[config.mk]
export PLATFORM = sky130hd
export DESIGN_NAME = dataPath
export DESIGN_NICKNAME = d
export VERILOG_FILES = /design/src/hdl/cpuPkg.sv /design/src/hdl/dataPath.sv
export VERILOG_INCLUDE_DIRS = /design/src /design/src/hdl
export SDC_FILE = /design/constraint.sdc
export NUM_CORES = 1
export LEC_CHECK = 0
export BUFFER_PORTS_ARGS = -buffer_cell sky130_fd_sc_hd__buf_4
export CAP_MARGIN = 20
export CORE_ASPECT_RATIO = 0.6
export CORE_MARGIN = 2
export CORE_UTILIZATION = 45
export CTS_CLUSTER_DIAMETER = 50
export CTS_CLUSTER_SIZE = 12
export DETAILED_ROUTE_END_ITERATION = 6
export GPL_TIMING_DRIVEN = 0
export PLACE_DENSITY = 0.71
export RECOVER_POWER = 50
export SYNTH_ARGS = -nofsm -noshare
export SYNTH_HDL_FRONTEND = slang
export SYNTH_SLANG_ARGS = --single-unit
[constraint.sdc]
create_clock -name clk -period 8.8 [get_ports clk]
set_input_delay 1.76 -clock clk [delete_from_list [all_inputs] [get_ports clk]]
set_output_delay 1.76 -clock clk [all_outputs]
set_load 0.01 [all_outputs]
[src/hdl/cpu_consts.svh]
`ifndef CPU_CONSTS_SVH
`define CPU_CONSTS_SVH

// one instruction byte per opcode or operand
`define INS_WIDTH 8

// data word and register width
`define DATA_WIDTH 12

// both memories share the address width
`define ADDR_WIDTH 8
`define MEM_DEPTH 256

`endif

[src/hdl/cpuPkg.sv]
`include "cpu_consts.svh"

package cpuPkg;

    typedef enum logic [`INS_WIDTH-1:0] {
        NOP      = 8'h00,
        ENDOP    = 8'h01,
        CLAC     = 8'h02,
        LDIAC    = 8'h03,
        LDAC     = 8'h04,
        STR      = 8'h05,
        STIR     = 8'h06,
        JUMP     = 8'h07,
        JMPNZ    = 8'h08,
        JMPZ     = 8'h09,
        MUL      = 8'h0A,
        ADD      = 8'h0B,
        SUB      = 8'h0C,
        INCAC    = 8'h0D,
        MV_RL_AC = 8'h1F, // move group keeps the low nibble at 4'hF
        MV_RP_AC = 8'h2F,
        MV_RQ_AC = 8'h3F,
        MV_RC_AC = 8'h4F,
        MV_R_AC  = 8'h5F,
        MV_R1_AC = 8'h6F,
        MV_AC_RP = 8'h7F,
        MV_AC_RQ = 8'h8F,
        MV_AC_RL = 8'h9F
    } opcodeT;

    typedef enum logic [5:0] {
        IDLE, FETCH1, FETCH2, NOP1, ENDOP1, CLAC1,
        LDIAC1, LDIAC2, LDIAC3, LDIAC4, LDAC1, LDAC2, LDAC3,
        STR1, STR2, STIR1, STIR2, STIR3, JUMP1, JUMP2, SKIP1,
        MUL1, ADD1, SUB1, INCAC1,
        MV_RL_AC1, MV_RP_AC1, MV_RQ_AC1, MV_RC_AC1, MV_R_AC1, MV_R1_AC1,
        MV_AC_RP1, MV_AC_RQ1, MV_AC_RL1
    } stateT;

    typedef enum logic [2:0] {
        ALU_CLR, ALU_PASS, ALU_ADD, ALU_SUB, ALU_MUL, ALU_INC, ALU_IDLE
    } aluOpT;

    typedef enum logic [3:0] {
        BUS_DMEM, BUS_R, BUS_IR, BUS_RL, BUS_RC, BUS_RP, BUS_RQ, BUS_R1, BUS_AC, BUS_NONE
    } busSelT;

    typedef struct packed {
        logic ar;
        logic r;
        logic pc;
        logic ir;
        logic rl;
        logic rc;
        logic rp;
        logic rq;
        logic r1;
        logic ac;
    } regWrT;

    typedef struct packed {
        logic pc;
        logic rc;
        logic rp;
        logic rq;
    } regIncT;

    typedef struct packed {
        aluOpT  aluOp;
        regWrT  wr;
        regIncT inc;
        busSelT busSel;
        logic   dmemWe;
        logic   zWe;
    } ctrlWordT;

    typedef logic [`DATA_WIDTH-1:0] dataWordT;

    typedef struct packed {
        logic                   imemWe;
        logic                   dmemWe;
        logic [`ADDR_WIDTH-1:0] addr;
        dataWordT               data; // imem keeps the low byte only
    } hostReqT;

endpackage

[src/hdl/dataPath.sv]
`timescale 1ns/1ps
`include "cpu_consts.svh"

module dataPath import cpuPkg::*; (
    input  logic                   clk,
    input  logic                   reset,
    input  ctrlWordT               ctrl,
    input  logic [`INS_WIDTH-1:0]  ins,
    input  dataWordT               dmemRdata,
    output logic [`ADDR_WIDTH-1:0] pc,
    output logic [`ADDR_WIDTH-1:0] ar,
    output dataWordT               dmemWdata,
    output logic                   zero
);

    logic [`INS_WIDTH-1:0] ir;
    logic [`INS_WIDTH-1:0] irNext;
    dataWordT r, rl, rc, rp, rq, r1, ac;
    dataWordT bus;
    dataWordT aluOut;

    // IR is write-through, so an operand byte reaches the bus in the cycle it loads
    assign irNext = ctrl.wr.ir ? ins : ir;

    always_comb begin
        case (ctrl.busSel)
            BUS_DMEM: bus = dmemRdata;
            BUS_R:    bus = r;
            BUS_IR:   bus = dataWordT'(irNext);
            BUS_RL:   bus = rl;
            BUS_RC:   bus = rc;
            BUS_RP:   bus = rp;
            BUS_RQ:   bus = rq;
            BUS_R1:   bus = r1;
            BUS_AC:   bus = ac;
            default:  bus = '0;
        endcase
    end

    always_comb begin
        case (ctrl.aluOp)
            ALU_CLR:  aluOut = '0;
            ALU_PASS: aluOut = bus;
            ALU_ADD:  aluOut = ac + bus;
            ALU_SUB:  aluOut = ac - bus;
            ALU_MUL:  aluOut = ac * bus; // low 12 bits of the product
            ALU_INC:  aluOut = ac + 1'b1;
            default:  aluOut = ac;
        endcase
    end

    always_ff @(posedge clk) begin
        if (reset) begin
            ar   <= '0;
            r    <= '0;
            pc   <= '0;
            ir   <= '0;
            rl   <= '0;
            rc   <= '0;
            rp   <= '0;
            rq   <= '0;
            r1   <= '0;
            ac   <= '0;
            zero <= 1'b0;
        end else begin
            ir <= irNext;
            if (ctrl.wr.ar) ar <= bus[`ADDR_WIDTH-1:0];
            if (ctrl.wr.r)  r  <= bus;
            if (ctrl.wr.rl) rl <= bus;
            if (ctrl.wr.r1) r1 <= bus;
            if (ctrl.wr.ac) ac <= aluOut;
            if (ctrl.zWe)   zero <= (aluOut == '0);
            if (ctrl.wr.pc) begin
                pc <= bus[`ADDR_WIDTH-1:0];
            end else if (ctrl.inc.pc) begin
                pc <= pc + 1'b1;
            end
            if (ctrl.wr.rc) begin
                rc <= bus;
            end else if (ctrl.inc.rc) begin
                rc <= rc + 1'b1;
            end
            if (ctrl.wr.rp) begin
                rp <= bus;
            end else if (ctrl.inc.rp) begin
                rp <= rp + 1'b1;
            end
            if (ctrl.wr.rq) begin
                rq <= bus;
            end else if (ctrl.inc.rq) begin
                rq <= rq + 1'b1;
            end
        end
    end

    assign dmemWdata = bus; // stores take R or AC off the shared bus

endmodule

Word level (Yosys, flattened, before mapping):

Index checks and enable logic that the tools add are counted.

* output and inout port bits: 29
* input bits: 45
* flip-flop bits (word level): 109
* word-level logic and storage cells: 50

* add/subtract/negate cells: 7
* mux-type cells: 11
* $mul: 1
* reductions and logical operators: 7
* eq/ne operators: 13

Operator list (count)
* 12-bit one-hot mux with 9 select lines: 1
* 12-bit two-way mux: 6
* 12-bit one-hot mux with 6 select lines: 1
* 12-bit by 1-bit adder with 12-bit output (second input constant): 4
* 8-bit two-way mux: 3
* 4-bit by 3-bit == test with 1-bit output (second input constant): 4
* 12-bit adder: 1
* 12-bit zero test: 1
* 12-bit by 12-bit multiplier with 12-bit output: 1
* 12-bit subtractor: 1
* 8-bit by 1-bit adder with 8-bit output (second input constant): 1
* 4-bit by 2-bit == test with 1-bit output (second input constant): 2
* 2-bit nonzero test: 4
* 3-bit by 2-bit == test with 1-bit output (second input constant): 2
* 3-bit == test (second input constant): 2
* 4-bit by 1-bit == test with 1-bit output (second input constant): 1
* 4-bit == test (second input constant): 1
* 4-bit zero test: 1
* 3-bit by 1-bit == test with 1-bit output (second input constant): 1
* 3-bit zero test: 1

Longest topological paths before layout:

* depth in word-level cells: 5
* depth in mapped cells: 30
* gate-level depth less buffers: 24

Least setup slack after synthesis:

No wires, ideal clock.

* kind: input-to-reg
* start point: in ctrl[4] (netlist bit)
* end point: reg zero
* path slack: 0.841 ns
* buffers on the path: 6
* cell stages on the path: 27
* data arrival time: 7.899 ns
* setup time: 0.060 ns
* required time: 8.740 ns
* cell sequence: buf_4 buf_4 buf_4 buf_6 nor2b_1 o2bb2ai_1 a22oi_1 o2bb2ai_1 clkbuf_1 buf_1 nand2_1 fa_1 fa_1 inv_1 fa_1 fa_1 inv_1 fa_1 xor2_1 xnor2_1 xnor2_1 xnor2_1 xnor2_1 xnor2_1 xnor3_1 a211oi_2 a32o_1

* word-level cells in the longest chain between the ends: 5
* elaborated cells between the ends (all ways): 15
* those cells by class: add/sub (2); mul (1); eq/ne (8); mux (2); reduce/logical (2)

RTL lines
* from (decl): RTL line dataPath.sv:7 `input ctrlWordT ctrl,`
* 4-bit == test (tied with other cells): RTL line dataPath.sv:26 `case (ctrl.busSel)`
* 12-bit one-hot mux with 9 select lines *: RTL line dataPath.sv:26
* net dmemWdata[7]: RTL line dataPath.sv:12 `output dataWordT dmemWdata,`
* 12-bit by 12-bit multiplier with 12-bit output (tied with other cells): RTL line dataPath.sv:46 `ALU_MUL: aluOut = ac * bus;`
* 12-bit one-hot mux with 6 select lines *: RTL line dataPath.sv:41 `case (ctrl.aluOp)`
* 12-bit zero test *: RTL line dataPath.sv:72 `if (ctrl.zWe) zero <= (aluOut == '0);`
* to (signal assigned): RTL line dataPath.sv:72
* to (decl): RTL line dataPath.sv:13 `output logic zero`

The timed path passes the listed nets; every way through them passes the cells marked *.
A chain may end at the register's enable or synchronous reset.

Worst setup path in the final report:

* start point: in ctrl[2] (netlist bit)
* end point: reg ac[11]

* word-level cells in the longest chain between the ends: 4
* elaborated cells between the ends (all ways): 14
* those cells by class: add/sub (2); mul (1); eq/ne (8); mux (2); reduce/logical (1)

RTL lines
* 4-bit == test (tied with other cells): RTL line dataPath.sv:26
* 12-bit one-hot mux with 9 select lines *: RTL line dataPath.sv:26
* 12-bit by 12-bit multiplier with 12-bit output (tied with other cells): RTL line dataPath.sv:46
* 12-bit one-hot mux with 6 select lines *: RTL line dataPath.sv:41
* to (signal assigned): RTL line dataPath.sv:71 `if (ctrl.wr.ac) ac <= aluOut;`
* to (decl): RTL line dataPath.sv:18 `dataWordT r, rl, rc, rp, rq, r1, ac;`

Every way passes the cells marked *; elsewhere a longest branch is shown, timed or not.

==> flow_summary_export.csv <==
group,metric,value,unit
run_status,status,"complete, no violations",
floorplan,dieWidth,187,µm
yosys,yosys_most_used_dff,"dfxtp_1",
worst_setup_path,arrival,8.75,ns
hold_path,hold_depth,1,
clocking,clockBufferDepth,2,
yosys,synth-compound-area-share,16.4,%
worst_setup_path,rr_endpoint,"ac[11]",
yosys,yosys.area_share.simple,22.5,%
hold_path,min_from,"zero",
worst_setup_path,crit_path_top_delay_cell,"or4b_1",
yosys,syn_area_per_cell,8.01,µm²
yosys,synth_top_family_by_area,"simple AND/OR/NAND/NOR gates",
global_route,gr-total-overflow,0,
floorplan,rows,39,
routing,drtIter0Drc,1145,
worst_setup_path,critical_path_class,"input pin to flip-flop",
place,place_worst_setup_slack,-1.17,ns
timing,finalSetupViolations,0,
worst_setup_path,worstReg2RegStart,"ac[5]",
yosys,synth-async-reset-ratio,0,%
yosys,synth_mux_area_share,8.03,%
yosys,synthXorXnorAreaFrac,6.25,%
timing,fin_worst_skew,0.0189,ns
clocking,cts_sinks,109,
finish,final_cell_mix,"nor2_1, dfxtp_1, nand2_1",
floorplan,die_h,114,µm
routing,remaining_drc_errors,0,
yosys,netlist_area,8990,µm²
yosys,synthCells,1123,
finish,syn2layout_area_growth,12.3,%
yosys,yosysTopAreaCell,"dfxtp_1",
finish,finalNetCount,1325,
place,place_hpwl,24400,µm
routing,first_pass_iters,7,
worst_setup_path,critical_path_peak_fanout,10,
timing,setup_tns,0,ns
worst_setup_path,crit_top_cell,"inv_1",
global_route,antenna_found_initial,0,
worst_setup_path,crit_path_max_incr_delay,0.61,ns
timing,tightest_slew,0.971,ns
worst_setup_path,cp.required,9.03,ns
place,io_buffers,62,
clocking,cts_tree,"built",
worst_setup_path,rrSetupSlack,1.68,ns
timing,relSlewSlack,35.0,%
clocking,cts_buffers,9,
clocking,insertion_delay,0.37,ns
finish,antenna_cells,0,
yosys,yosys_warnings,0,
routing,vias_per_cell,5.98,
clocking,holdBufCountCts,0,
finish,layout_commonest_cell,"nor2_1",
hold_path,min_to,"zero",
power_and_ir_drop,p_leak,4.26,nW
yosys,ys_seq_area_share,24.3,%
timing,hold_viol,0,
global_route,grt_max_degree,25,
power_and_ir_drop,power,1.30,mW
finish,drive_gt1_share,9.42,%
clocking,htree_levels,3,
yosys,yosys.area_share.adder,15.2,%
flow_run,maxCapViolCount,0,
worst_setup_path,worstRegToRegCells,23,
yosys,synthDominantCellAreaShare,24.3,%
clocking,clock-root-buffer,"clkbuf_16",
place,place_inst,1453,
power_and_ir_drop,power_density,129,nW/µm²
timing,setup_slack,0.274,ns
worst_setup_path,cp-end-kind,"flip-flop",
routing,vias,8774,
finish,final_util,52.3,%
timing,final_max_slew_viol_count,0,
routing,ant_nets,0,
timing,fin_crit_sh,96.9,%
yosys,synth_top_cells_by_area,"dfxtp_1, fa_1, mux2i_1",
clocking,clkTransAtPathRegs,0.10,ns
timing,rsz0062_at_grt,"no",
floorplan,core,19300,µm²
floorplan,pin_count,74,
yosys,synth_edf_count,0,
floorplan,dieArea,21200,µm²
floorplan,start_util,46.5,%
yosys,synth-seq-cells,109,
routing,routed_wl,31200,µm
worst_setup_path,critPathLaunchType,"input pin",
yosys,synth_fp_nets,1253,
hold_path,worst_hold_path_type,"flip-flop to flip-flop",
timing,min_period,8.53,ns
timing,max_freq,117,MHz
finish,final_cells,1466,
global_route,grt_util_all_layers,29.8,%
clocking,cts_setup_buffers,0,
place,globalplace.congestion,1.01,
power_and_ir_drop,ir_drop,0.0000947,V
global_route,grt_pass1_vias,8081,
yosys,yosysUniqueCellTypes,74,
global_route,grt_pass1_wl,48300,µm
routing,wl_per_cell,21.3,µm
==> synth_stat cells (9+ instances only) <==
master / n
a211oi_1: 40
a21oi_1: 62
and2_1: 17
and3_1: 15
buf_1: 11
buf_2: 9
clkbuf_1: 48
dfxtp_1: 109
fa_1: 40
ha_1: 45
inv_1: 76
mux2i_1: 62
nand2_1: 108
nand2b_1: 12
nand3_1: 19
nand3b_1: 11
nand4_1: 15
nor2_1: 156
nor2b_1: 16
nor3_1: 16
o21ai_0: 33
or3_1: 9
xnor2_1: 29
xor2_1: 30
==> metrics by stage <==
stage                     hold WS [ns]  cell area, µm²
after global placement           0.472            9790
after detailed placement         0.464            9820
after floorplan                  0.452            8990
after CTS                        0.495           10200
final                            0.492           10100
after global routing             0.508           10100
==> cells by family after synthesis <==
| family | after synthesis |
|---|---|
| buffers and inverters | 157 |
| multiplexers | 70 |
| XOR/XNOR | 61 |
| flip-flops | 109 |
| AO/OA/AOI/OAI | 219 |
| adder cells (fa/ha/maj) | 85 |
| AND/OR/NAND/NOR | 422 |
==> worst max-delay path by stage <==
stage             from      to  cells after the start
6_report       ctrl[2]  ac[11]                     26
5_1_grt        ctrl[2]  ac[11]                     26
4_1_cts        ctrl[2]  ac[11]                     25
3_5_place_dp   ctrl[3]  ac[11]                     27
3_3_place_gp   ctrl[3]  ac[11]                     27
2_1_floorplan  ctrl[4]    zero                     27
==> per-layer routing <==
metal  wire (µm)  up-vias  track usage [%]
li1            -     4023                -
met1       14500     4144             46.0
met2       11600      556             39.4
met3        4640       51             10.5
met4         503        0             4.92
met5           0        -                0
==> flip-flops by register name, indices dropped and copies added, names as in the netlist <==
name  cells
zero      1
rc       12
rq       12
rp       12
ac       12
r        12
rl       12
pc        8
r1       12
ir        8
ar        8
==> layout make-up <==
| cell class | count | area, µm² |
|---|---|---|
| fill | 1925 | 9220 |
| multi-input combinational | 857 | 6180 |
| sequential | 109 | 2180 |
| timing repair buffer | 64 | 413 |
| buffer | 76 | 375 |
| tap | 266 | 333 |
| inverter | 78 | 293 |
| clock buffer | 9 | 225 |
| clock inverter | 7 | 104 |
==> report_power, final <==
group          internal [mW]  switching (mW)
combinational          0.114           0.199
clock                  0.212           0.233
sequential             0.515          0.0269
total                  0.840           0.459
==> critical path, delay by kind of cell <==
kind                     cells  cell delay (ns)
buffers and inverters        7             1.43
AO/OA/AOI/OAI                9             1.85
adder cells (fa/ha/maj)      5             2.12
XOR/XNOR                     2             0.51
AND/OR/NAND/NOR              3             1.04
==> repair_timing <==
item                                    4_1_cts  5_1_grt
endpoints found under the setup margin        4        3
resized for setup                             5       14
pin swaps                                     0        1
No activity file was read; power rests on OpenSTA's default activity.
