--- config.mk ---
export PLATFORM = sky130hd
export DESIGN_NAME = controlUnit
export DESIGN_NICKNAME = d
export VERILOG_FILES = /design/src/hdl/cpuPkg.sv /design/src/hdl/controlUnit.sv
export VERILOG_INCLUDE_DIRS = /design/src /design/src/hdl
export SDC_FILE = /design/constraint.sdc
export NUM_CORES = 1
export LEC_CHECK = 0
export ABC_AREA = 1
export BUFFER_PORTS_ARGS = -buffer_cell sky130_fd_sc_hd__buf_2
export CORE_UTILIZATION = 55
export CTS_CLUSTER_DIAMETER = 150
export DETAILED_ROUTE_END_ITERATION = 7
export PLACE_DENSITY = 0.91
export SLEW_MARGIN = 20
export SYNTH_ARGS = -nofsm -noshare
export SYNTH_HDL_FRONTEND = slang
export SYNTH_SLANG_ARGS = --single-unit
--- constraint.sdc ---
create_clock -name clk -period 2.2 [get_ports clk]
set_input_delay 0.11 -clock clk [delete_from_list [all_inputs] [get_ports clk]]
set_output_delay 0.11 -clock clk [all_outputs]
set_load 0.05 [all_outputs]
--- src/hdl/cpu_consts.svh ---
`ifndef CPU_CONSTS_SVH
`define CPU_CONSTS_SVH

// one instruction byte per opcode or operand
`define INS_WIDTH 8

// data word and register width
`define DATA_WIDTH 12

// both memories share the address width
`define ADDR_WIDTH 8
`define MEM_DEPTH 256

`endif

--- src/hdl/cpuPkg.sv ---
`include "cpu_consts.svh"

package cpuPkg;

    typedef enum logic [`INS_WIDTH-1:0] {
        NOP      = 8'h00,
        ENDOP    = 8'h01,
        CLAC     = 8'h02,
        LDIAC    = 8'h03,
        LDAC     = 8'h04,
        STR      = 8'h05,
        STIR     = 8'h06,
        JUMP     = 8'h07,
        JMPNZ    = 8'h08,
        JMPZ     = 8'h09,
        MUL      = 8'h0A,
        ADD      = 8'h0B,
        SUB      = 8'h0C,
        INCAC    = 8'h0D,
        MV_RL_AC = 8'h1F, // move group keeps the low nibble at 4'hF
        MV_RP_AC = 8'h2F,
        MV_RQ_AC = 8'h3F,
        MV_RC_AC = 8'h4F,
        MV_R_AC  = 8'h5F,
        MV_R1_AC = 8'h6F,
        MV_AC_RP = 8'h7F,
        MV_AC_RQ = 8'h8F,
        MV_AC_RL = 8'h9F
    } opcodeT;

    typedef enum logic [5:0] {
        IDLE, FETCH1, FETCH2, NOP1, ENDOP1, CLAC1,
        LDIAC1, LDIAC2, LDIAC3, LDIAC4, LDAC1, LDAC2, LDAC3,
        STR1, STR2, STIR1, STIR2, STIR3, JUMP1, JUMP2, SKIP1,
        MUL1, ADD1, SUB1, INCAC1,
        MV_RL_AC1, MV_RP_AC1, MV_RQ_AC1, MV_RC_AC1, MV_R_AC1, MV_R1_AC1,
        MV_AC_RP1, MV_AC_RQ1, MV_AC_RL1
    } stateT;

    typedef enum logic [2:0] {
        ALU_CLR, ALU_PASS, ALU_ADD, ALU_SUB, ALU_MUL, ALU_INC, ALU_IDLE
    } aluOpT;

    typedef enum logic [3:0] {
        BUS_DMEM, BUS_R, BUS_IR, BUS_RL, BUS_RC, BUS_RP, BUS_RQ, BUS_R1, BUS_AC, BUS_NONE
    } busSelT;

    typedef struct packed {
        logic ar;
        logic r;
        logic pc;
        logic ir;
        logic rl;
        logic rc;
        logic rp;
        logic rq;
        logic r1;
        logic ac;
    } regWrT;

    typedef struct packed {
        logic pc;
        logic rc;
        logic rp;
        logic rq;
    } regIncT;

    typedef struct packed {
        aluOpT  aluOp;
        regWrT  wr;
        regIncT inc;
        busSelT busSel;
        logic   dmemWe;
        logic   zWe;
    } ctrlWordT;

    typedef logic [`DATA_WIDTH-1:0] dataWordT;

    typedef struct packed {
        logic                   imemWe;
        logic                   dmemWe;
        logic [`ADDR_WIDTH-1:0] addr;
        dataWordT               data; // imem keeps the low byte only
    } hostReqT;

endpackage

--- src/hdl/controlUnit.sv ---
`timescale 1ns/1ps

module controlUnit import cpuPkg::*; (
    input  logic     clk,
    input  logic     reset,
    input  logic     start,
    input  logic     zero,
    input  opcodeT   ins,
    output ctrlWordT ctrl,
    output logic     ready,
    output logic     done
);

    stateT state;
    stateT nextState;

    always_ff @(posedge clk) begin
        if (reset) begin
            state <= IDLE;
        end else begin
            state <= nextState;
        end
    end

    always_comb begin
        ctrl        = '0;
        ctrl.aluOp  = ALU_IDLE;
        ctrl.busSel = BUS_NONE;
        nextState   = FETCH1; // most states end by fetching again
        case (state)
            IDLE:   nextState = start ? FETCH1 : IDLE;
            FETCH1: nextState = FETCH2; // imem reads PC
            FETCH2: begin
                ctrl.wr.ir  = 1'b1;
                ctrl.inc.pc = 1'b1;
                case (ins)
                    NOP:      nextState = NOP1;
                    ENDOP:    nextState = ENDOP1;
                    CLAC:     nextState = CLAC1;
                    LDIAC:    nextState = LDIAC1;
                    LDAC:     nextState = LDAC1;
                    STR:      nextState = STR1;
                    STIR:     nextState = STIR1;
                    JUMP:     nextState = JUMP1;
                    JMPNZ:    nextState = zero ? SKIP1 : JUMP1;
                    JMPZ:     nextState = zero ? JUMP1 : SKIP1;
                    MUL:      nextState = MUL1;
                    ADD:      nextState = ADD1;
                    SUB:      nextState = SUB1;
                    INCAC:    nextState = INCAC1;
                    MV_RL_AC: nextState = MV_RL_AC1;
                    MV_RP_AC: nextState = MV_RP_AC1;
                    MV_RQ_AC: nextState = MV_RQ_AC1;
                    MV_RC_AC: nextState = MV_RC_AC1;
                    MV_R_AC:  nextState = MV_R_AC1;
                    MV_R1_AC: nextState = MV_R1_AC1;
                    MV_AC_RP: nextState = MV_AC_RP1;
                    MV_AC_RQ: nextState = MV_AC_RQ1;
                    MV_AC_RL: nextState = MV_AC_RL1;
                    default:  nextState = IDLE;
                endcase
            end
            ENDOP1: nextState = ENDOP1; // parked until reset
            LDIAC1: nextState = LDIAC2; // operand byte on its way
            STIR1:  nextState = STIR2;
            JUMP1:  nextState = JUMP2;
            LDIAC2, STIR2: begin
                ctrl.busSel = BUS_IR;
                ctrl.wr.ir  = 1'b1;
                ctrl.wr.ar  = 1'b1;
                ctrl.inc.pc = 1'b1;
                nextState   = (state == LDIAC2) ? LDIAC3 : STIR3;
            end
            LDIAC3: nextState = LDIAC4; // dmem reads AR
            LDAC2:  nextState = LDAC3;
            LDAC1, STR1: begin
                ctrl.busSel = BUS_AC;
                ctrl.wr.ar  = 1'b1;
                nextState   = (state == LDAC1) ? LDAC2 : STR2;
            end
            LDIAC4, LDAC3: begin
                ctrl.busSel = BUS_DMEM;
                ctrl.aluOp  = ALU_PASS;
                ctrl.wr.ac  = 1'b1;
                ctrl.zWe    = 1'b1;
            end
            STR2: begin
                ctrl.busSel = BUS_R;
                ctrl.dmemWe = 1'b1;
            end
            STIR3: begin
                ctrl.busSel = BUS_AC;
                ctrl.dmemWe = 1'b1;
            end
            JUMP2: begin
                ctrl.busSel = BUS_IR;
                ctrl.wr.ir  = 1'b1;
                ctrl.wr.pc  = 1'b1;
            end
            SKIP1: ctrl.inc.pc = 1'b1; // step over the unused target byte
            CLAC1, ADD1, SUB1, MUL1, INCAC1: begin
                ctrl.wr.ac  = 1'b1;
                ctrl.zWe    = 1'b1;
                ctrl.aluOp  = (state == CLAC1) ? ALU_CLR :
                              (state == ADD1)  ? ALU_ADD :
                              (state == SUB1)  ? ALU_SUB :
                              (state == MUL1)  ? ALU_MUL : ALU_INC;
                ctrl.busSel = (state == ADD1) ? BUS_R :
                              (state == SUB1) ? BUS_RC :
                              (state == MUL1) ? BUS_R1 : BUS_NONE;
                ctrl.inc.rc = (state == MUL1);
                ctrl.inc.rp = (state == MUL1);
                ctrl.inc.rq = (state == MUL1);
            end
            MV_RL_AC1, MV_RP_AC1, MV_RQ_AC1, MV_RC_AC1, MV_R_AC1, MV_R1_AC1: begin
                ctrl.busSel = BUS_AC;
                ctrl.wr.rl  = (state == MV_RL_AC1);
                ctrl.wr.rp  = (state == MV_RP_AC1);
                ctrl.wr.rq  = (state == MV_RQ_AC1);
                ctrl.wr.rc  = (state == MV_RC_AC1);
                ctrl.wr.r   = (state == MV_R_AC1);
                ctrl.wr.r1  = (state == MV_R1_AC1);
            end
            MV_AC_RP1, MV_AC_RQ1, MV_AC_RL1: begin
                ctrl.aluOp  = ALU_PASS;
                ctrl.wr.ac  = 1'b1;
                ctrl.zWe    = 1'b1;
                ctrl.busSel = (state == MV_AC_RP1) ? BUS_RP :
                              (state == MV_AC_RQ1) ? BUS_RQ : BUS_RL;
            end
            NOP1:    nextState = FETCH1;
            default: nextState = IDLE;
        endcase
    end

    assign ready = (state == IDLE);
    assign done  = (state == ENDOP1);

endmodule

* Yosys cells after proc, flatten, opt, wreduce, memory -nomap -nowiden
Index checks and enable logic that the tools add are counted.
** Operators by class
- Equal/unequal tests :: 55
- Multiplexer cells :: 27
- Reduce and logical (&&, ||, !) cells :: 17
** Operators by type and width (count)
- $pmux 6 s23 :: 1
- $eq 6x5->1 const B :: 16
- $pmux 6 s12 :: 1
- $eq 6x4->1 const B :: 8
- $eq 8x4->1 const B :: 6
- $eq 8x3->1 const B :: 4
- $eq 8x7->1 const B :: 4
- $mux 3 :: 9
- $eq 6x3->1 const B :: 4
- $pmux 4 s6 :: 1
- $reduce_or 21->1 :: 1
- $eq 8x2->1 const B :: 2
- $eq 8x6->1 const B :: 2
- $eq 8x8->1 const B :: 2
- $eq 6x2->1 const B :: 2
- $eq 6x6->1 const B :: 2
- $mux 4 :: 3
- $reduce_or 4->1 :: 3
- $mux 5 :: 2
- $reduce_or 10->1 :: 1
- $reduce_or 5->1 :: 2
- $mux 1 :: 9
- $reduce_or 9->1 :: 1
- $eq 8x1->1 const B :: 1
- other kinds (8) :: 12
** Word-level totals
- Bits in registers :: 6
- Input bits :: 12
- Output and inout port bits :: 25
- Word-level logic and storage cells :: 100

* Logic depth before layout (Yosys ltp)
Gate-level depths: netlist of run 1.
- Word-level depth :: 6
- Gate-level depth with buffers :: 11

* Least setup slack after synthesis of run 1
No wires, ideal clock.
- Path kind :: register -> output
- Start point :: register state[5]
- End point :: output port ctrl[2] (netlist name)
- Arrival :: 1.980 ns
- Data required time :: 2.090 ns
- Setup slack :: 0.110 ns
- Stages on the path, launching flop included :: 8
- Cell sequence :: dfxtp_1 > nor2_4 > buf_4 > nand3_1 > inv_1 > nor2_1 > nand4_1 > o21ai_1
** RTL lines
- from (decl) :: RTL line controlUnit.sv:14 : stateT state;
- from (signal assigned) :: RTL line controlUnit.sv:21 : state <= nextState;
- to (decl) :: RTL line controlUnit.sv:9 : output ctrlWordT ctrl,

==> flow_metrics.tcl, run 1 <==
set metrics [dict create \
    period_share_pct 93.18 \
    setup_viol 0 \
    required_ns 2.09 \
    synth-seq-cells 6 \
    core-area_sq_um 2062 \
    syn_area_per_cell_sq_um 4.907 \
    largest_register "state" \
    ir_worst_vdd_uv 227.8 \
    fin_skew_ns 0.009375 \
    period_needed_ns 2.050 \
    path_class "reg2out" \
    total_power_w 0.0003753 \
    drc_errors 0 \
    p_leak_nw 0.9385 \
    area_growth_pct 17.63 \
    grt_pass1_wl_mm 6.237 \
    met1_usage_pct 47.69 \
    arrival_ns 1.94 \
    p_per_area_nw_per_um2 254.0 \
    floorplan.initialDensity_pct 60.92 \
    syn-instance-count 256 \
    nets 307 \
    die_y_um 49.79 \
    post_drt_wl_per_cell_um 11.55 \
    status "finished clean" \
    drive_above_1_share_pct 20.14 \
    clk_pin_slew_ns 0.04 \
    drt_pass1_iterations 7 \
    slew-limit-headroom_pct 67.97 \
    via_count 1724 \
    largest_reg_flops 6 \
    antenna_found_initial 0 \
    met3_usage_pct 6.173 \
    grt_max_degree 17 \
    post-cts-setup-buffer-count 0 \
    dpl.hpwl_mm 2.938 \
    cts.sinks 6 \
    met2_usage_pct 47.75 \
    busiest_layer "met2" \
    worstHoldStart "reset" \
    num_io_pins 37 \
    h-tree-depth 1 \
    worstSetupStartpointType "flop" \
    gr-total-overflow 0 \
    largest_registers "state x6" \
    worstSetupStartpoint "state[0]" \
    gp_congestion 0.9891 \
    synth.distinct_cells 19 \
    fp.dieArea_sq_um 2479 \
    grtUsageTotal_pct 31.77 \
    antenna_cells 0 \
    ctsRootBufferMaster "clkbuf_4" \
    cts_resized 0 \
    multi_input_area_sq_um 944.7 \
    drt.antenna.violating_nets 0 \
    wirelength_mm 3.697 \
    cts_tree "yes" \
    min_path_type "in2reg" \
    end_kind "output port" \
    r2r_start "state[5]" \
    numCtsBuffers 3 \
    syn_area_sq_um 1256 \
    clock_latency_ns 0.25 \
    fmax_mhz 487.8 \
    stdcell_area_sq_um 1478 \
    synth_nets 268 \
    seqCellArea_sq_um 120.1 \
    rows 16 \
    via_per_inst 5.388 \
    ys_warn_count 0 \
    io_buffers 36 \
    hold_violations 0 \
    initialDrtViolationCount 117 \
    fill_cells 212 \
    grt_pass1_vias 1394 \
    clockBufferDepth 2 \
    die_w_um 49.79 \
    tightest_slew_ns 0.4799 \
    drv_cap 0 \
    path_max_fanout 6 \
    yosysSeqAreaShare_pct 9.562 \
    drv_slew 0 \
    placed_cell_area_sq_um 1440 \
    cts_hold_buffers 0 \
]
## worst max-delay path, cell delays in order (launching register included)
cell and delay (ns):
dfxtp_1 0.36, nand2_1 0.11, inv_1 0.12, nand3_1 0.18, nand3_1 0.13, nor2_2 0.15, clkinv_1 0.14, nor2_1 0.14
inv_2 0.05, nand3_1 0.05, buf_2 0.26
## logic make-up after synthesis
logic type      synth area share, %
buf+inv                       15.24
flops                         9.562
compound gates                7.270
simple gates                  67.93
## worst paths after layout
kind	cells after the start	end	slack [ns]
worst max-delay path	10	ctrl[21]	0.15
worst min-delay path	2	state[1]	0.09
worst max register to register	10	state[5]	0.55
worst min register to register	4	state[4]	0.90
## synth_stat cells (all sizes together)
master / n / area [sq um]
a21oi: 7 / 35.03
buf: 5 / 37.54
clkinv: 1 / 3.750
dfxtp: 6 / 120.1
inv: 40 / 150.1
nand2: 66 / 250.2
nand3: 47 / 250.2
nand4: 8 / 50.05
nor2: 58 / 260.3
nor3: 7 / 35.03
nor3b: 1 / 7.510
o2111a: 1 / 11.26
o21ai: 9 / 45.04
## area by class of cell
| cell class | count | share of cell area [%] |
|---|---|---|
| multi-input cells | 204 | 63.93 |
| repair buffers | 39 | 13.72 |
| inverters | 41 | 10.41 |
| flip-flops and latches | 6 | 8.129 |
| well taps | 27 | 2.286 |
| clock buffers | 3 | 1.524 |
## layer usage
metal / vias up / wire, um
met1: 730 / 1738
met5: - / 0
li1: 894 / -
met3: 3 / 411
met4: 0 / 8
met2: 97 / 1538
## per-stage QoR
step / utilization, % / std cells / hold slack (ns) / setup TNS [ns] / worst slack (ns)
finish: 71.66 / 320 / 0.09303 / 0 / 0.1500
global route: 71.66 / 320 / 0.1008 / -0.009957 / -0.009957
CTS: 70.93 / 318 / 0.09000 / 0 / 0.1840
detailed placement: 69.84 / 315 / 0.3434 / 0 / 0.4438
global placement: 69.84 / 315 / 0.3402 / 0 / 0.4615
floorplan: - / 256 / 0.1791 / 0 / 0.1098
## cell usage in the layout (no fill, tap or decap)
cell type  synthesis  layout
nor2_4             4       4
nor2_2             5       5
clkbuf_4           0       3
nor3_1             7       7
buf_2              0      36
a21oi_1            7       7
dfxtp_1            6       6
inv_2              4       4
clkinv_1           1       1
buf_4              5       3
inv_1             36      36
nor3b_1            1       1
o21ai_1            2       2
nand2_2            1       1
nand3_2            3       3
nand4_1            8       8
o2111a_1           1       1
nand2_1           65      65
nor2_1            49      49
nand3_1           44      44
o21ai_0            7       7
## where the power goes
group / total [W] / internal (W) / switching [W] / leakage [nW]
registers: 0.000119 / 0.000113 / 0.00000639 / 0.0487
clock network: 0.000104 / 0.0000619 / 0.0000418 / 0.0138
logic: 0.000153 / 0.0000419 / 0.000111 / 0.876
total: 0.000375 / 0.000216 / 0.000159 / 0.938
No activity file was read; power rests on OpenSTA's default activity.
==> run 2, diff against run 1 <==
--- a/config.mk
+++ b/config.mk
@@ -12,6 +12,7 @@
 export CTS_CLUSTER_DIAMETER = 150
 export DETAILED_ROUTE_END_ITERATION = 7
 export PLACE_DENSITY = 0.91
+export REMOVE_ABC_BUFFERS = 1
 export SLEW_MARGIN = 20
 export SYNTH_ARGS = -nofsm -noshare
 export SYNTH_HDL_FRONTEND = slang
==> run 2 against run 1 <==
Effect of this change:
- utilization grew 1.2 points
- final cell count grew 0.63%
- cell area grew 1.7%
- hold slack gained 0.012 ns
- critical path type unchanged
- worst setup slack gained 0.024 ns
- flip-flop and latch count is the same
- largest power group unchanged
- sequential share of layout area shrank 0.14 points
- combinational power is essentially flat
- power shrank 0.75%
- clock-buffer cell count is the same
- global-route usage grew 0.53 points
- clock skew shrank 0.0068 ns
==> flow_metrics.tcl, run 2 (synthesis gave the netlist of run 1 again) <==
set metrics [dict create \
    status "finished clean" \
    path_depth 9 \
    period_needed_ns 2.026 \
    path_max_fanout 10 \
    required_ns 2.09 \
    power_frac_seq_pct 32.0 \
    nets 309 \
    min_path_type "in2reg" \
    crit_family "simple AND/OR/NAND/NOR gates" \
    setup_viol 0 \
    placed_cell_area_sq_um 1440 \
    stdcell_area_sq_um 1503 \
    hold_violations 0 \
    drive_above_1_share_pct 21.02 \
    die_y_um 49.79 \
    clock_latency_ns 0.24 \
    post_drt_wl_per_cell_um 11.13 \
    num_io_pins 37 \
    fp.dieArea_sq_um 2479 \
    slew-limit-headroom_pct 72.27 \
    clockBufferDepth 2 \
    grt_pass1_vias 1461 \
    drt.antenna.violating_nets 0 \
    h-tree-depth 1 \
    antenna_cells 0 \
    slowest_stage "dfxtp_1" \
    period_share_pct 92.09 \
    r2r_cells 8 \
    fin_skew_ns 0.002621 \
    die_w_um 49.79 \
    ctsRootBufferMaster "clkbuf_4" \
    critPathMostFrequentCell "nand2_1" \
    gp_congestion 0.9938 \
    grtUsageTotal_pct 32.31 \
    drt_pass1_iterations 5 \
    drc_errors 0 \
    path_class "reg2out" \
    worstPathCellList "nor2_2, nand3_2, nand2_1, nor2_1, nand2_1, inv_1, nand4_1, o21ai_1, clkbuf_4" \
    core-area_sq_um 2062 \
    hold_depth 2 \
    tightest_slew_ns 0.4155 \
    via_per_inst 5.438 \
    ir_worst_vdd_uv 220.2 \
    total_power_w 0.0003725 \
    cts_hold_buffers 0 \
    largest_registers "state x6" \
    antenna_found_initial 0 \
    final_common_cell "nand2_1" \
    gr-total-overflow 0 \
    p_per_area_nw_per_um2 247.9 \
    end_kind "output port" \
    area_growth_pct 19.62 \
    wirelength_mm 3.585 \
    arrival_ns 1.92 \
    p_sw_share_pct 41.80 \
    pwr-share-comb_pct 41.2 \
    crit_buf_inv 2 \
    drv_cap 0 \
    largest_register "state" \
    initialDrtViolationCount 104 \
    critPathMaxStageDelay_ns 0.44 \
    io_buffers 36 \
    numCtsBuffers 3 \
    clk_pin_slew_ns 0.04 \
    floorplan.initialDensity_pct 60.92 \
    final_cell_mix "nand2_1, nor2_1, nand3_1" \
    drv_slew 0 \
    largest_reg_flops 6 \
    worstSetupStartpointType "flop" \
    p_int_w 0.0002168 \
    dpl.hpwl_mm 2.886 \
    rows 16 \
    grt_max_degree 17 \
    via_count 1751 \
    fmax_mhz 493.6 \
    power_switching_w 0.0001557 \
    p_leak_nw 0.9535 \
    power_frac_clock_pct 26.8 \
    cts.sinks 6 \
    grt_pass1_wl_mm 6.299 \
    cts_tree "yes" \
]
==> run 2: cell count changes in the layout (fill, tap and decap cells not counted) <==
cell,change
buf_4,+2
nand3_2,+1
buf_2,-2
clkbuf_4,+2
nand3_1,-1
==> run 2: final timing paths <==
kind	from	endpoint	slack (ns)
max	state[3]	ctrl[2]	0.17
min	reset	state[4]	0.10
min reg2reg	state[2]	state[4]	0.79
max reg2reg	state[5]	state[0]	0.60
==> run 2: final cells by class <==
class	count	area (sq um)
Clock buffer	3	22.52
Fill cell	188	559.3
Inverter	41	153.9
Multi-Input combinational cell	204	949.7
Sequential cell	6	120.1
Tap cell	27	33.78
Timing Repair Buffer	41	222.7
==> run 2: repair_timing <==
action | CTS | global route
setup endpoints to repair | 0 | 3
buffers inserted | 0 | 4
gates resized for setup | 0 | 3
==> run 2: stage by stage <==
| step | setup WS [ns] | hold WS, ns | std cells | utilization (%) | setup TNS [ns] |
|---|---|---|---|---|---|
| after floorplan | 0.1004 | 0.1791 | 251 | - | 0 |
| after global placement | 0.4907 | 0.3419 | 315 | 69.84 | 0 |
| after detailed placement | 0.4286 | 0.3462 | 315 | 69.84 | 0 |
| after CTS | 0.1728 | 0.09175 | 318 | 70.93 | 0 |
| after global routing | -0.01722 | 0.09711 | 322 | 72.88 | -0.01722 |
| final | 0.1740 | 0.1048 | 322 | 72.88 | 0 |
==> run 2: metal layers <==
metal  vias up  track usage, %  wire length, um
met5         -               0                0
met4         0           6.190               36
met3         4           3.704              272
met2        70           50.00             1526
met1       776           47.67             1751
li1        901               -                -
==> run 2: power by group through the flow <==
stage               clock network (W)  registers (W)  logic [W]
detailed placement                  0       0.000121   0.000148
floorplan                           0       0.000120   0.000108
CTS                          0.000102       0.000119   0.000149
global route                 0.000108       0.000120   0.000169
global placement                    0       0.000121   0.000149
finish                      0.0000999       0.000119   0.000153
==> run 3, diff against run 2 <==
--- a/config.mk
+++ b/config.mk
@@ -8,9 +8,11 @@
 export LEC_CHECK = 0
 export ABC_AREA = 1
 export BUFFER_PORTS_ARGS = -buffer_cell sky130_fd_sc_hd__buf_2
+export CORE_MARGIN = 2
 export CORE_UTILIZATION = 55
 export CTS_CLUSTER_DIAMETER = 150
 export DETAILED_ROUTE_END_ITERATION = 7
+export HOLD_SLACK_MARGIN = 0.12
 export PLACE_DENSITY = 0.91
 export REMOVE_ABC_BUFFERS = 1
 export SLEW_MARGIN = 20
==> run 3 against run 2 <==
Effect of this change:
- largest cell class unchanged
- power decreased by 0.90%
- global-route usage decreased by 7.1 points
- final cell count decreased by 0.93%
- highest routed layer unchanged
- critical path type unchanged
==> flow_metrics.tcl, run 3 (synthesis gave the netlist of run 1 again) <==
set metrics [dict create \
    status "finished clean" \
    initialDrtViolationCount 109 \
    post_drt_wl_per_cell_um 10.25 \
    final_cell_mix "nand2_1, nor2_1, nand3_1" \
    drv_slew 0 \
    path_class "reg2out" \
    r2r_cells 9 \
    dpl.hpwl_mm 2.673 \
    grt_max_degree 17 \
    worstPathCellList "nor2_2, nand3_2, nand2_1, nor2_1, nand2_1, inv_1, nand4_1, o21ai_1, buf_2" \
    slowest_stage "dfxtp_1" \
    place_inst 315 \
    fin_tns_setup_ns 0 \
    largest_register "state" \
    area_growth_pct 16.73 \
    path_max_fanout 9 \
    grt_setup_unrepaired "no" \
    worstHoldStart "ins[7]" \
    rr_endpoint "state[5]" \
    required_ns 2.09 \
    period_share_pct 92.93 \
    via_per_inst 5.354 \
    cts_tree "yes" \
    period_needed_ns 2.044 \
    setup_viol 0 \
    drc_errors 0 \
    r2r_slack_ns 0.61 \
    drt_pass1_iterations 7 \
    floorplan.initialDensity_pct 57.34 \
    numCtsBuffers 3 \
    tightest_slew_ns 0.5275 \
    via_count 1708 \
    instances_no_fill 319 \
    clock_latency_ns 0.24 \
    grt_pass1_wl_mm 5.285 \
    crit_family "simple AND/OR/NAND/NOR gates" \
    crit_end "ctrl[2]" \
    arrival_ns 1.93 \
    drv_cap 0 \
    critPathMaxStageDelay_ns 0.45 \
    largest_registers "state x6" \
    critPathMostFrequentCell "nand2_1" \
    ir_worst_vdd_uv 142.5 \
    grtUsageTotal_pct 25.21 \
    final_common_cell "nand2_1" \
    die_y_um 51.79 \
    num_io_pins 37 \
    io_buffers 36 \
    worstSetupStartpoint "state[1]" \
    fmax_mhz 489.1 \
    slew-limit-headroom_pct 64.79 \
    largest_reg_flops 6 \
    rows 17 \
    fin_skew_ns 0.001268 \
    hold_violations 0 \
    antenna_found_initial 0 \
    setup_ws_ns 0.1556 \
    cts.sinks 6 \
    drive_above_1_share_pct 19.24 \
    die_w_um 51.79 \
    hold_depth 3 \
    clockBufferDepth 2 \
    gp_congestion 0.8644 \
    ctsRootBufferMaster "clkbuf_4" \
    drt.antenna.violating_nets 0 \
    p_per_area_nw_per_um2 251.7 \
    worstSetupStartpointType "flop" \
    dp_slack_ns 0.4621 \
    antenna_cells 0 \
    gr-total-overflow 0 \
    nets 305 \
    h-tree-depth 1 \
    crit_buf_inv 2 \
    min_path_type "in2reg" \
    fp.dieArea_sq_um 2682 \
    core-area_sq_um 2191 \
    wirelength_mm 3.269 \
    p_leak_nw 0.9291 \
    clk_pin_slew_ns 0.04 \
    r2r_start "state[5]" \
    grt_pass1_vias 1331 \
    path_depth 9 \
    end_kind "output port" \
    cts_resized 0 \
]
-- run 3: changes by cell type in the layout (fill, tap and decap cells not counted) --
cell and change:
buf_2 +2, buf_4 -5, clkbuf_4 -2, dlygate4sd3_1 +1, nand3_1 +1, nand3_2 -1
-- run 3: tightest hold or removal path, delay by kind of cell --
kind	cells	cell delay (ns)
buf+inv	1	0.11
simple gates	2	0.12
-- run 3: worst min-delay path by stage --
stage,slack (ns),endpoint
after floorplan,0.18,state[1]
after global placement,0.34,state[4]
after detailed placement,0.34,state[4]
after CTS,0.14,state[5]
after global routing,0.16,state[5]
final,0.15,state[5]
-- run 3: final cells by class --
type | instances | area (sq um)
multi-input combinational | 204 | 944.7
fill | 199 | 724.4
timing repair buffer | 37 | 190.2
inverter | 41 | 153.9
sequential | 6 | 120.1
tap | 28 | 35.03
clock buffer | 3 | 22.52
-- run 3: stage by stage --
| step | cell area (sq um) | utilization (%) | hold slack [ns] | power [W] |
|---|---|---|---|---|
| after floorplan | 1219 | - | 0.1791 | 0.0002279 |
| after global placement | 1434 | 65.45 | 0.3412 | 0.0002676 |
| after detailed placement | 1434 | 65.45 | 0.3388 | 0.0002692 |
| after CTS | 1466 | 66.93 | 0.1438 | 0.0003709 |
| after global routing | 1466 | 66.93 | 0.1566 | 0.0003956 |
| final | 1466 | 66.93 | 0.1496 | 0.0003691 |
-- run 3: timing repair --
action,CTS,global route
endpoints found under the setup margin,0,0
endpoints found under the hold margin,4,0
hold buffers,1,0
buffers inserted,0,0
-- run 3: power by group --
| group | switching, W | leakage (nW) | total (W) | internal [W] |
|---|---|---|---|---|
| Clock | 0.0000365 | 0.0138 | 0.0000980 | 0.0000615 |
| Sequential | 0.00000641 | 0.0487 | 0.000119 | 0.000113 |
| Combinational | 0.000109 | 0.867 | 0.000152 | 0.0000426 |
| Total | 0.000152 | 0.929 | 0.000369 | 0.000217 |
-- run 3: per-layer routing --
| layer | global-route usage (%) | part of all wire (%) |
|---|---|---|
| met5 | 0 | 0 |
| met4 | 5.263 | 0.70 |
| met3 | 2.586 | 6.3 |
| met2 | 49.36 | 51 |
| met1 | 29.02 | 42 |
